File: config.mk
export PLATFORM = sky130hd
export DESIGN_NAME = ex_stage
export DESIGN_NICKNAME = d
export VERILOG_FILES = /design/src/common/ex_pkg.sv /design/src/logic/ex_alu.sv /design/src/logic/ex_mult.sv /design/src/ex_stage/ex_wb_ctrl.sv /design/src/ex_stage/ex_stage.sv
export SDC_FILE = /design/constraint.sdc
export NUM_CORES = 2
export LEC_CHECK = 0
export ABC_AREA = 1
export BUFFER_PORTS_ARGS = -buffer_cell sky130_fd_sc_hd__buf_2
export CORE_ASPECT_RATIO = 0.75
export CORE_MARGIN = 1
export CORE_UTILIZATION = 25
export DETAILED_ROUTE_END_ITERATION = 8
export HOLD_SLACK_MARGIN = 0.03
export SLEW_MARGIN = 20
export SYNTH_ARGS = -nofsm -noshare
export SYNTH_HDL_FRONTEND = slang
export SYNTH_HIERARCHICAL = 1
export SYNTH_SLANG_ARGS = --single-unit
File: constraint.sdc
create_clock -name clk -period 10.4 [get_ports clk]
set_input_delay 1.04 -clock clk [delete_from_list [all_inputs] [get_ports clk]]
set_output_delay 1.04 -clock clk [all_outputs]
set_load 0.03 [all_outputs]
File: src/common/ex_pkg.sv
// Execute stage package
// Operator encodings for the ALU and the multiplier, plus the
// widths that the execute-stage blocks share

package ex_pkg;

  //////////////////////////////////////////////////
  // Widths
  //////////////////////////////////////////////////

  // Register file address, one spare bit above the 32 GPRs
  localparam int REG_ADDR_W = 6;

  // Datapath width unless the top level overrides it
  localparam int DATA_W_DEFAULT = 32;

  //////////////////////////////////////////////////
  // ALU operators
  //////////////////////////////////////////////////

  typedef enum logic [4:0] {
    // Adder group
    ALU_ADD  = 5'b00000,
    ALU_SUB  = 5'b00001,
    // Bitwise logic
    ALU_AND  = 5'b00100,
    ALU_OR   = 5'b00101,
    ALU_XOR  = 5'b00110,
    // Shifts share one right shifter
    ALU_SLL  = 5'b01000,
    ALU_SRL  = 5'b01001,
    ALU_SRA  = 5'b01010,
    // Set-less-than writes the compare bit to rd
    ALU_SLT  = 5'b01100,
    ALU_SLTU = 5'b01101,
    // Branch comparisons only drive the compare output
    ALU_EQ   = 5'b10000,
    ALU_NE   = 5'b10001,
    ALU_LT   = 5'b10010,
    ALU_GE   = 5'b10011,
    ALU_LTU  = 5'b10100,
    ALU_GEU  = 5'b10101
  } alu_op_e;

  //////////////////////////////////////////////////
  // Multiplier operators
  //////////////////////////////////////////////////

  typedef enum logic [1:0] {
    MUL_L   = 2'b00,
    MUL_H   = 2'b01,
    MUL_HU  = 2'b10,
    MUL_HSU = 2'b11
  } mul_op_e;

endpackage

File: src/logic/ex_alu.sv
// Integer ALU of the execute stage
// Add, subtract, bitwise logic, shifts and set-less-than on result_o,
// branch comparisons on cmp_result_o; purely combinational

`timescale 1ns/1ps

module ex_alu
  import ex_pkg::*;
#(
  parameter int DATA_W = DATA_W_DEFAULT
) (
  input  alu_op_e           operator_i,
  input  logic [DATA_W-1:0] operand_a_i,
  input  logic [DATA_W-1:0] operand_b_i,
  output logic [DATA_W-1:0] result_o,
  output logic              cmp_result_o
);

  localparam int SHAMT_W = $clog2(DATA_W);

  logic                     adder_sub;
  logic [DATA_W-1:0]        adder_b;
  logic [DATA_W:0]          adder_sum;
  logic                     is_equal;
  logic                     lt_signed;
  logic                     lt_unsigned;
  logic                     shift_left;
  logic                     shift_fill;
  logic [SHAMT_W-1:0]       shamt;
  logic [DATA_W-1:0]        shift_in;
  logic signed [DATA_W:0]   shift_ext;
  logic [DATA_W-1:0]        shift_right;
  logic [DATA_W-1:0]        shift_result;

  // Mirror a word so that a left shift can use the right shifter
  function automatic logic [DATA_W-1:0] bit_rev(input logic [DATA_W-1:0] v);
    logic [DATA_W-1:0] r;
    for (int i = 0; i < DATA_W; i++) begin
      r[i] = v[DATA_W-1-i];
    end
    return r;
  endfunction

  //////////////////////////////////////////////////
  // Shared adder
  //////////////////////////////////////////////////

  // Everything but ADD subtracts, compares included
  assign adder_sub = (operator_i != ALU_ADD);
  assign adder_b   = adder_sub ? ~operand_b_i : operand_b_i;
  // Carry-in of one completes the two's complement of b
  assign adder_sum = {1'b0, operand_a_i} + {1'b0, adder_b} + {{DATA_W{1'b0}}, adder_sub};

  // Borrow out means a < b unsigned
  assign lt_unsigned = ~adder_sum[DATA_W];
  // Differing signs decide directly, else the sign of a - b
  assign lt_signed   = (operand_a_i[DATA_W-1] != operand_b_i[DATA_W-1]) ?
                       operand_a_i[DATA_W-1] : adder_sum[DATA_W-1];
  assign is_equal    = (adder_sum[DATA_W-1:0] == '0);

  //////////////////////////////////////////////////
  // Shifter
  //////////////////////////////////////////////////

  assign shift_left = (operator_i == ALU_SLL);
  assign shamt      = operand_b_i[SHAMT_W-1:0];
  assign shift_in   = shift_left ? bit_rev(operand_a_i) : operand_a_i;
  // Extra top bit carries the sign for SRA, zero otherwise
  assign shift_fill = (operator_i == ALU_SRA) & operand_a_i[DATA_W-1];
  assign shift_ext  = $signed({shift_fill, shift_in}) >>> shamt;

  assign shift_right  = shift_ext[DATA_W-1:0];
  assign shift_result = shift_left ? bit_rev(shift_right) : shift_right;

  // Comparison select, shared by branches and set-less-than
  always_comb begin
    case (operator_i)
      ALU_EQ:            cmp_result_o = is_equal;
      ALU_NE:            cmp_result_o = ~is_equal;
      ALU_LT, ALU_SLT:   cmp_result_o = lt_signed;
      ALU_GE:            cmp_result_o = ~lt_signed;
      ALU_LTU, ALU_SLTU: cmp_result_o = lt_unsigned;
      ALU_GEU:           cmp_result_o = ~lt_unsigned;
      default:           cmp_result_o = 1'b0;
    endcase
  end

  // Result select
  always_comb begin
    case (operator_i)
      ALU_ADD, ALU_SUB:          result_o = adder_sum[DATA_W-1:0];
      ALU_AND:                   result_o = operand_a_i & operand_b_i;
      ALU_OR:                    result_o = operand_a_i | operand_b_i;
      ALU_XOR:                   result_o = operand_a_i ^ operand_b_i;
      ALU_SLL, ALU_SRL, ALU_SRA: result_o = shift_result;
      // Compare bit zero-extended
      ALU_SLT, ALU_SLTU:         result_o = {{(DATA_W-1){1'b0}}, cmp_result_o};
      // Branch compares leave the result at zero
      default:                   result_o = '0;
    endcase
  end

endmodule

File: src/logic/ex_mult.sv
// Integer multiplier of the execute stage
// MUL_L gives the low product in the same cycle; the high-word
// operators build the double-width product from two half-width
// partial products and finish in the third cycle

`timescale 1ns/1ps

module ex_mult
  import ex_pkg::*;
#(
  parameter int DATA_W = DATA_W_DEFAULT
) (
  input  logic              clk,
  input  logic              rst_n,
  input  logic              enable_i,
  input  mul_op_e           operator_i,
  input  logic [DATA_W-1:0] op_a_i,
  input  logic [DATA_W-1:0] op_b_i,
  input  logic              ex_ready_i,
  output logic [DATA_W-1:0] result_o,
  output logic              multicycle_o,
  output logic              ready_o
);

  localparam int HALF_W = DATA_W / 2;

  typedef enum logic [1:0] {MULH_IDLE, MULH_STEP, MULH_FINISH} mulh_state_e;

  mulh_state_e                     state_q;
  mulh_state_e                     state_d;
  logic                            is_high;
  logic                            a_signed;
  logic                            b_signed;
  logic signed [DATA_W:0]          a_ext;
  logic signed [DATA_W:0]          b_ext;
  logic signed [HALF_W:0]          b_part;
  logic signed [DATA_W+HALF_W+1:0] part_prod;
  logic signed [2*DATA_W-1:0]      part_ext;
  logic [2*DATA_W-1:0]             acc_q;
  logic [DATA_W-1:0]               prod_lo;

  // Low word is the same for signed and unsigned operands
  assign prod_lo = op_a_i * op_b_i;

  // Operand extension per operator
  assign is_high  = (operator_i != MUL_L);
  assign a_signed = (operator_i == MUL_H) | (operator_i == MUL_HSU);
  assign b_signed = (operator_i == MUL_H);
  assign a_ext    = {a_signed & op_a_i[DATA_W-1], op_a_i};
  assign b_ext    = {b_signed & op_b_i[DATA_W-1], op_b_i};

  // Low half of b first as unsigned, then the signed upper half
  assign b_part    = (state_q == MULH_IDLE) ? {1'b0, b_ext[HALF_W-1:0]} :
                                              b_ext[DATA_W:HALF_W];
  assign part_prod = a_ext * b_part;
  assign part_ext  = part_prod;

  //////////////////////////////////////////////////
  // High-word FSM
  //////////////////////////////////////////////////

  always_comb begin
    state_d = state_q;
    ready_o = 1'b1;
    case (state_q)
      MULH_IDLE: begin
        if (enable_i && is_high) begin
          ready_o = 1'b0;
          state_d = MULH_STEP;
        end
      end
      MULH_STEP: begin
        ready_o = 1'b0;
        state_d = MULH_FINISH;
      end
      // High word valid, leave once the stage moves on
      MULH_FINISH: begin
        if (ex_ready_i) begin
          state_d = MULH_IDLE;
        end
      end
      default: state_d = MULH_IDLE;
    endcase
  end

  always_ff @(posedge clk or negedge rst_n) begin
    if (!rst_n) begin
      state_q <= MULH_IDLE;
    end else begin
      state_q <= state_d;
    end
  end

  // Accumulator: load low partial, then add the shifted upper partial
  always_ff @(posedge clk) begin
    if ((state_q == MULH_IDLE) && enable_i && is_high) begin
      acc_q <= part_ext;
    end else if (state_q == MULH_STEP) begin
      acc_q <= acc_q + (part_ext <<< HALF_W);
    end
  end

  assign multicycle_o = (state_q == MULH_FINISH);
  assign result_o     = multicycle_o ? acc_q[2*DATA_W-1:DATA_W] : prod_lo;

endmodule

File: src/ex_stage/ex_wb_ctrl.sv
// Writeback and stage control of the execute stage
// Forwarding-port mux toward ID, EX/WB register for load results,
// and the stage ready/valid strobes

`timescale 1ns/1ps

module ex_wb_ctrl
  import ex_pkg::*;
#(
  parameter int DATA_W = DATA_W_DEFAULT
) (
  input  logic                  clk,
  input  logic                  rst_n,
  // Unit enables from ID
  input  logic                  alu_en_i,
  input  logic                  mult_en_i,
  input  logic                  csr_access_i,
  input  logic                  lsu_en_i,
  // Unit results
  input  logic [DATA_W-1:0]     alu_result_i,
  input  logic [DATA_W-1:0]     mult_result_i,
  input  logic [DATA_W-1:0]     csr_rdata_i,
  // Stall sources
  input  logic                  mult_ready_i,
  input  logic                  lsu_ready_ex_i,
  input  logic                  lsu_err_i,
  input  logic                  wb_ready_i,
  input  logic                  branch_in_ex_i,
  // Destination info from ID
  input  logic                  regfile_alu_we_i,
  input  logic [REG_ADDR_W-1:0] regfile_alu_waddr_i,
  input  logic                  regfile_we_i,
  input  logic [REG_ADDR_W-1:0] regfile_waddr_i,
  input  logic [DATA_W-1:0]     lsu_rdata_i,
  // Forwarding port
  output logic                  regfile_alu_we_fw_o,
  output logic [REG_ADDR_W-1:0] regfile_alu_waddr_fw_o,
  output logic [DATA_W-1:0]     regfile_alu_wdata_fw_o,
  // Load writeback port
  output logic                  regfile_we_wb_o,
  output logic [REG_ADDR_W-1:0] regfile_waddr_wb_o,
  output logic [DATA_W-1:0]     regfile_wdata_wb_o,
  output logic                  ex_ready_o,
  output logic                  ex_valid_o
);

  logic units_ready;

  // Forwarding data by priority: CSR, then multiplier, then ALU
  always_comb begin
    if (csr_access_i) begin
      regfile_alu_wdata_fw_o = csr_rdata_i;
    end else if (mult_en_i) begin
      regfile_alu_wdata_fw_o = mult_result_i;
    end else begin
      regfile_alu_wdata_fw_o = alu_result_i;
    end
  end

  assign regfile_alu_we_fw_o    = regfile_alu_we_i;
  assign regfile_alu_waddr_fw_o = regfile_alu_waddr_i;

  //////////////////////////////////////////////////
  // EX/WB load register
  //////////////////////////////////////////////////

  always_ff @(posedge clk or negedge rst_n) begin
    if (!rst_n) begin
      regfile_we_wb_o    <= 1'b0;
      regfile_waddr_wb_o <= '0;
    end else if (ex_valid_o) begin
      // A bus error kills the load write
      regfile_we_wb_o <= regfile_we_i & ~lsu_err_i;
      if (regfile_we_i && !lsu_err_i) begin
        regfile_waddr_wb_o <= regfile_waddr_i;
      end
    end else if (wb_ready_i) begin
      // Bubble: WB drains the slot
      regfile_we_wb_o <= 1'b0;
    end
  end

  // Load data arrives in WB, straight from the LSU
  assign regfile_wdata_wb_o = lsu_rdata_i;

  // Stage strobes; a branch resolves here and never waits on WB
  assign units_ready = mult_ready_i & lsu_ready_ex_i & wb_ready_i;
  assign ex_ready_o  = units_ready | branch_in_ex_i;
  assign ex_valid_o  = (alu_en_i | mult_en_i | csr_access_i | lsu_en_i) & units_ready;

endmodule

File: src/ex_stage/ex_stage.sv
// Execute stage top level
// Hosts the ALU, the multiplier and the writeback/stage control,
// and passes the branch decision and jump target to fetch

`timescale 1ns/1ps

module ex_stage
  import ex_pkg::*;
#(
  parameter int DATA_W = DATA_W_DEFAULT
) (
  input  logic                  clk,
  input  logic                  rst_n,
  // ALU operation from ID
  input  logic                  alu_en_i,
  input  alu_op_e               alu_operator_i,
  input  logic [DATA_W-1:0]     alu_operand_a_i,
  input  logic [DATA_W-1:0]     alu_operand_b_i,
  input  logic [DATA_W-1:0]     alu_operand_c_i,
  // Multiplier operation from ID
  input  logic                  mult_en_i,
  input  mul_op_e               mult_operator_i,
  input  logic [DATA_W-1:0]     mult_operand_a_i,
  input  logic [DATA_W-1:0]     mult_operand_b_i,
  // CSR read
  input  logic                  csr_access_i,
  input  logic [DATA_W-1:0]     csr_rdata_i,
  // Destinations
  input  logic                  regfile_alu_we_i,
  input  logic [REG_ADDR_W-1:0] regfile_alu_waddr_i,
  input  logic                  regfile_we_i,
  input  logic [REG_ADDR_W-1:0] regfile_waddr_i,
  // LSU
  input  logic                  lsu_en_i,
  input  logic [DATA_W-1:0]     lsu_rdata_i,
  input  logic                  lsu_ready_ex_i,
  input  logic                  lsu_err_i,
  input  logic                  branch_in_ex_i,
  input  logic                  wb_ready_i,
  // Forwarding port to ID
  output logic                  regfile_alu_we_fw_o,
  output logic [REG_ADDR_W-1:0] regfile_alu_waddr_fw_o,
  output logic [DATA_W-1:0]     regfile_alu_wdata_fw_o,
  // Load port to WB
  output logic                  regfile_we_wb_o,
  output logic [REG_ADDR_W-1:0] regfile_waddr_wb_o,
  output logic [DATA_W-1:0]     regfile_wdata_wb_o,
  // To fetch
  output logic [DATA_W-1:0]     jump_target_o,
  output logic                  branch_decision_o,
  output logic                  mult_multicycle_o,
  output logic                  ex_ready_o,
  output logic                  ex_valid_o
);

  logic [DATA_W-1:0] alu_result;
  logic              alu_cmp_result;
  logic [DATA_W-1:0] mult_result;
  logic              mult_ready;

  // Branch outcome goes to fetch unregistered
  assign branch_decision_o = alu_cmp_result;
  assign jump_target_o     = alu_operand_c_i;

  ex_alu #(.DATA_W(DATA_W)) alu_i (
    .operator_i   (alu_operator_i),
    .operand_a_i  (alu_operand_a_i),
    .operand_b_i  (alu_operand_b_i),
    .result_o     (alu_result),
    .cmp_result_o (alu_cmp_result)
  );

  // Stage ready releases the high-word FSM from its final state
  ex_mult #(.DATA_W(DATA_W)) mult_i (
    .clk          (clk),
    .rst_n        (rst_n),
    .enable_i     (mult_en_i),
    .operator_i   (mult_operator_i),
    .op_a_i       (mult_operand_a_i),
    .op_b_i       (mult_operand_b_i),
    .ex_ready_i   (ex_ready_o),
    .result_o     (mult_result),
    .multicycle_o (mult_multicycle_o),
    .ready_o      (mult_ready)
  );

  ex_wb_ctrl #(.DATA_W(DATA_W)) wb_ctrl_i (
    .clk                    (clk),
    .rst_n                  (rst_n),
    .alu_en_i               (alu_en_i),
    .mult_en_i              (mult_en_i),
    .csr_access_i           (csr_access_i),
    .lsu_en_i               (lsu_en_i),
    .alu_result_i           (alu_result),
    .mult_result_i          (mult_result),
    .csr_rdata_i            (csr_rdata_i),
    .mult_ready_i           (mult_ready),
    .lsu_ready_ex_i         (lsu_ready_ex_i),
    .lsu_err_i              (lsu_err_i),
    .wb_ready_i             (wb_ready_i),
    .branch_in_ex_i         (branch_in_ex_i),
    .regfile_alu_we_i       (regfile_alu_we_i),
    .regfile_alu_waddr_i    (regfile_alu_waddr_i),
    .regfile_we_i           (regfile_we_i),
    .regfile_waddr_i        (regfile_waddr_i),
    .lsu_rdata_i            (lsu_rdata_i),
    .regfile_alu_we_fw_o    (regfile_alu_we_fw_o),
    .regfile_alu_waddr_fw_o (regfile_alu_waddr_fw_o),
    .regfile_alu_wdata_fw_o (regfile_alu_wdata_fw_o),
    .regfile_we_wb_o        (regfile_we_wb_o),
    .regfile_waddr_wb_o     (regfile_waddr_wb_o),
    .regfile_wdata_wb_o     (regfile_wdata_wb_o),
    .ex_ready_o             (ex_ready_o),
    .ex_valid_o             (ex_valid_o)
  );

endmodule

==> results.yml <==
global_route:
  use_met1: 0.291
  grt_pass1_wl_um: 305000
  grt_util_met2: 0.292
  grtUsageMet3: 0.0428
  grt_max_degree: 71
  grt_pass1_vias: 48000
  busiest_layer: "met2"
  antenna_found_initial: 10
  grt-ovfl-total: 0
  track_usage: 0.198
clocking:
  cts.clk_slew.worst_paths_ns: 0.06
  cts_hold_buf: 0
  cts-buffers-inserted: 9
  clk_latency_ns: 0.37
  clock_path_buffers: 2
  cts_resized: 0
  cts_tree: "done"
  clock_sinks: 57
  post-cts-setup-buffers: 0
  root_buffer: "clkbuf_16"
  h-tree-depth: 3
route:
  vias: 47700
  wl_um: 203000
  vias_per_cell: 4.74
  drtPass1Iterations: 6
  routedWlPerCell_um: 20.2
  drc: 0
  postRouteAntennaNets: 0
  initialDrtViolationCount: 5042
synthesis:
  synth_edf_count: 48
  synth_top_flop_cell: "edfxtp_1"
  synthDistinctLibCells: 68
  seq_area_frac_synth: 0.0328
  synth_area_sq_mm: 0.0508
  synth_top_area_frac: 0.373
  ys_warn_count: 6
  synth_most_common_cell: "nand2_1"
  synth_cells: 7180
  async_flop_share: 0.158
  postSynthAreaPerCell_sq_um: 7.07
  yosysTopAreaCell: "fa_1"
  synth_seq_cells: 57
  synth.net_count: 8768
  synth_area_leaders: "fa_1 37%, nand2_1 14%, inv_1 12%"
  synthTopCellsByCount: "1856 x nand2_1, 1659 x inv_1, 946 x fa_1"
critical_path:
  cp-end-kind: "flip-flop"
  cpMaxStageDelayCell: "fa_1"
  worstPathMaxFanout: 31
  cp.required_ns: 10.52
  cpPeakStageDelay_ns: 0.62
  startpoint_type: "primary input"
  critPathArrivalTime_ns: 10.01
  worstSetupPathType: "primary input to flip-flop"
floorplanning:
  fp.dieH_um: 392
  ios: 369
  coreArea_sq_mm: 0.201
  rows: 142
  dieWidth_um: 522
  start_util: 0.253
  dieArea_sq_mm: 0.205
timing:
  finalSetupViolCount: 0
  relSlewSlack: 0.274
  final-hold-violation-count: 0
  rsz0062_at_grt: "false"
  worstMarginPinSlew_ns: 1.08
  fin_crit_ns: 9.90
  period_share: 0.952
  max_freq_mhz: 101
  drv_slew: 0
  clock_skew_ns: 0.00938
finish:
  nets: 8967
  seq_area_sq_mm: 0.00167
  multiInputGateArea_sq_mm: 0.0411
  area_growth_pct: 10.9
  final_cells: 10100
  drive_gt1_frac: 0.0963
  n_fill_cell: 22000
run_status:
  outcome: "finished, final reports clean"
placed_design:
  io_buffers: 226
  post-place-cells: 10000
  dp_hpwl_um: 174000
  place.gp.congestion: 1.02
min_path:
  hp-class: "flip-flop to flip-flop"
flow_run:
  cap_violations: 0
[cell families (layout without fill, tap and decap cells)]
group                      after synthesis  count (layout)  synth area share
and+or+nand+nor                       2892            2892             0.234
buffers and inverters                 2043            2247             0.160
adders and majority gates             1333            1333             0.468
AOI/OAI and AO/OA                      730             730            0.0835
xor gates and xnor gates               117             117            0.0206
DFF                                     57              57            0.0328
muxes                                    8               8           0.00158
other                                    0               8                 0
[flip-flops by register name, indices dropped and copies added (netlist names)]
| name | flops |
|---|---|
| wb_ctrl_i/regfile_waddr_wb_o | 6 |
| mult_i/acc_q | 48 |
| mult_i/state_q | 2 |
| wb_ctrl_i/regfile_we_wb_o | 1 |
[layout make-up]
cell class              count  share of cell area
well taps                2664              0.0592
flip-flops and latches     57              0.0296
inverters                1679               0.112
diodes                      8            0.000355
clock buffers               9             0.00400
clock inverters             7             0.00182
multi-input cells        5080               0.729
repair buffers            552              0.0642
[metrics by stage]
stage | setup slack [ns] | cell area, sq um | hold slack (ns) | setup TNS, ns | util
global placement | -0.145 | 56000 | 0.461 | -0.210 | 0.279
CTS | 0.415 | 56300 | 0.481 | 0 | 0.281
finish | 0.501 | 56400 | 0.483 | 0 | 0.281
floorplan | 1.45 | 50800 | 0.550 | 0 | -
global route | 0.0202 | 56300 | 0.501 | 0 | 0.281
detailed placement | 0.0968 | 56000 | 0.467 | 0 | 0.279
[worst max-delay path, delay by kind of cell]
family          cells  cell delay [ns]
fa+ha+maj           8             3.58
simple gates       13             1.75
xor+xnor            1             0.23
compound gates      9             2.36
buf+inv             7             0.99
[placed cells by master, fill, tap and decap left out, drive strengths merged, types with 19 or more instances in the layout]
cell,netlist,final
buf,178,552
nor3,31,31
nand4,39,39
or2,53,53
nand3,337,337
o21bai,26,26
xor2,82,82
nand2,1872,1872
nor2,527,527
xnor2,35,35
edfxtp,48,48
a21oi,290,290
a21o,26,26
a31oi,19,19
o21ai,269,269
inv,1673,1673
ha,387,387
o211ai,33,33
fa,946,946
[routing by layer]
layer | part of all wire | vias to the layer above
met1 | 0.46 | 23600
met5 | 0.00018 | -
met4 | 0.025 | 6
li1 | - | 21800
met2 | 0.42 | 2112
met3 | 0.10 | 240
[path summary, 6_finish.rpt]
kind / start / endpoint / slack, ns / cells past startpoint
max: mult_operand_b_i[10] / mult_i/acc_q[58]$_DFFE_PP_ / 0.50 / 38
min: wb_ctrl_i/regfile_waddr_wb_o[3]$_DFFE_PN0P_ / wb_ctrl_i/regfile_waddr_wb_o[3]$_DFFE_PN0P_ / 0.48 / 2
max reg2reg: mult_i/state_q[0]$_DFFE_PN0P_ / mult_i/acc_q[58]$_DFFE_PP_ / 0.62 / 39
min reg2reg: wb_ctrl_i/regfile_waddr_wb_o[3]$_DFFE_PN0P_ / wb_ctrl_i/regfile_waddr_wb_o[3]$_DFFE_PN0P_ / 0.48 / 2
max in group asynchronous: rst_n / wb_ctrl_i/regfile_we_wb_o$_DFFE_PN0P_ / 9.39 / 1
min in group asynchronous: rst_n / wb_ctrl_i/regfile_waddr_wb_o[5]$_DFFE_PN0P_ / 0.65 / 1
Power is not shown: default switching activity piles up to over one toggle a cycle in this logic, so the estimate is an artifact.
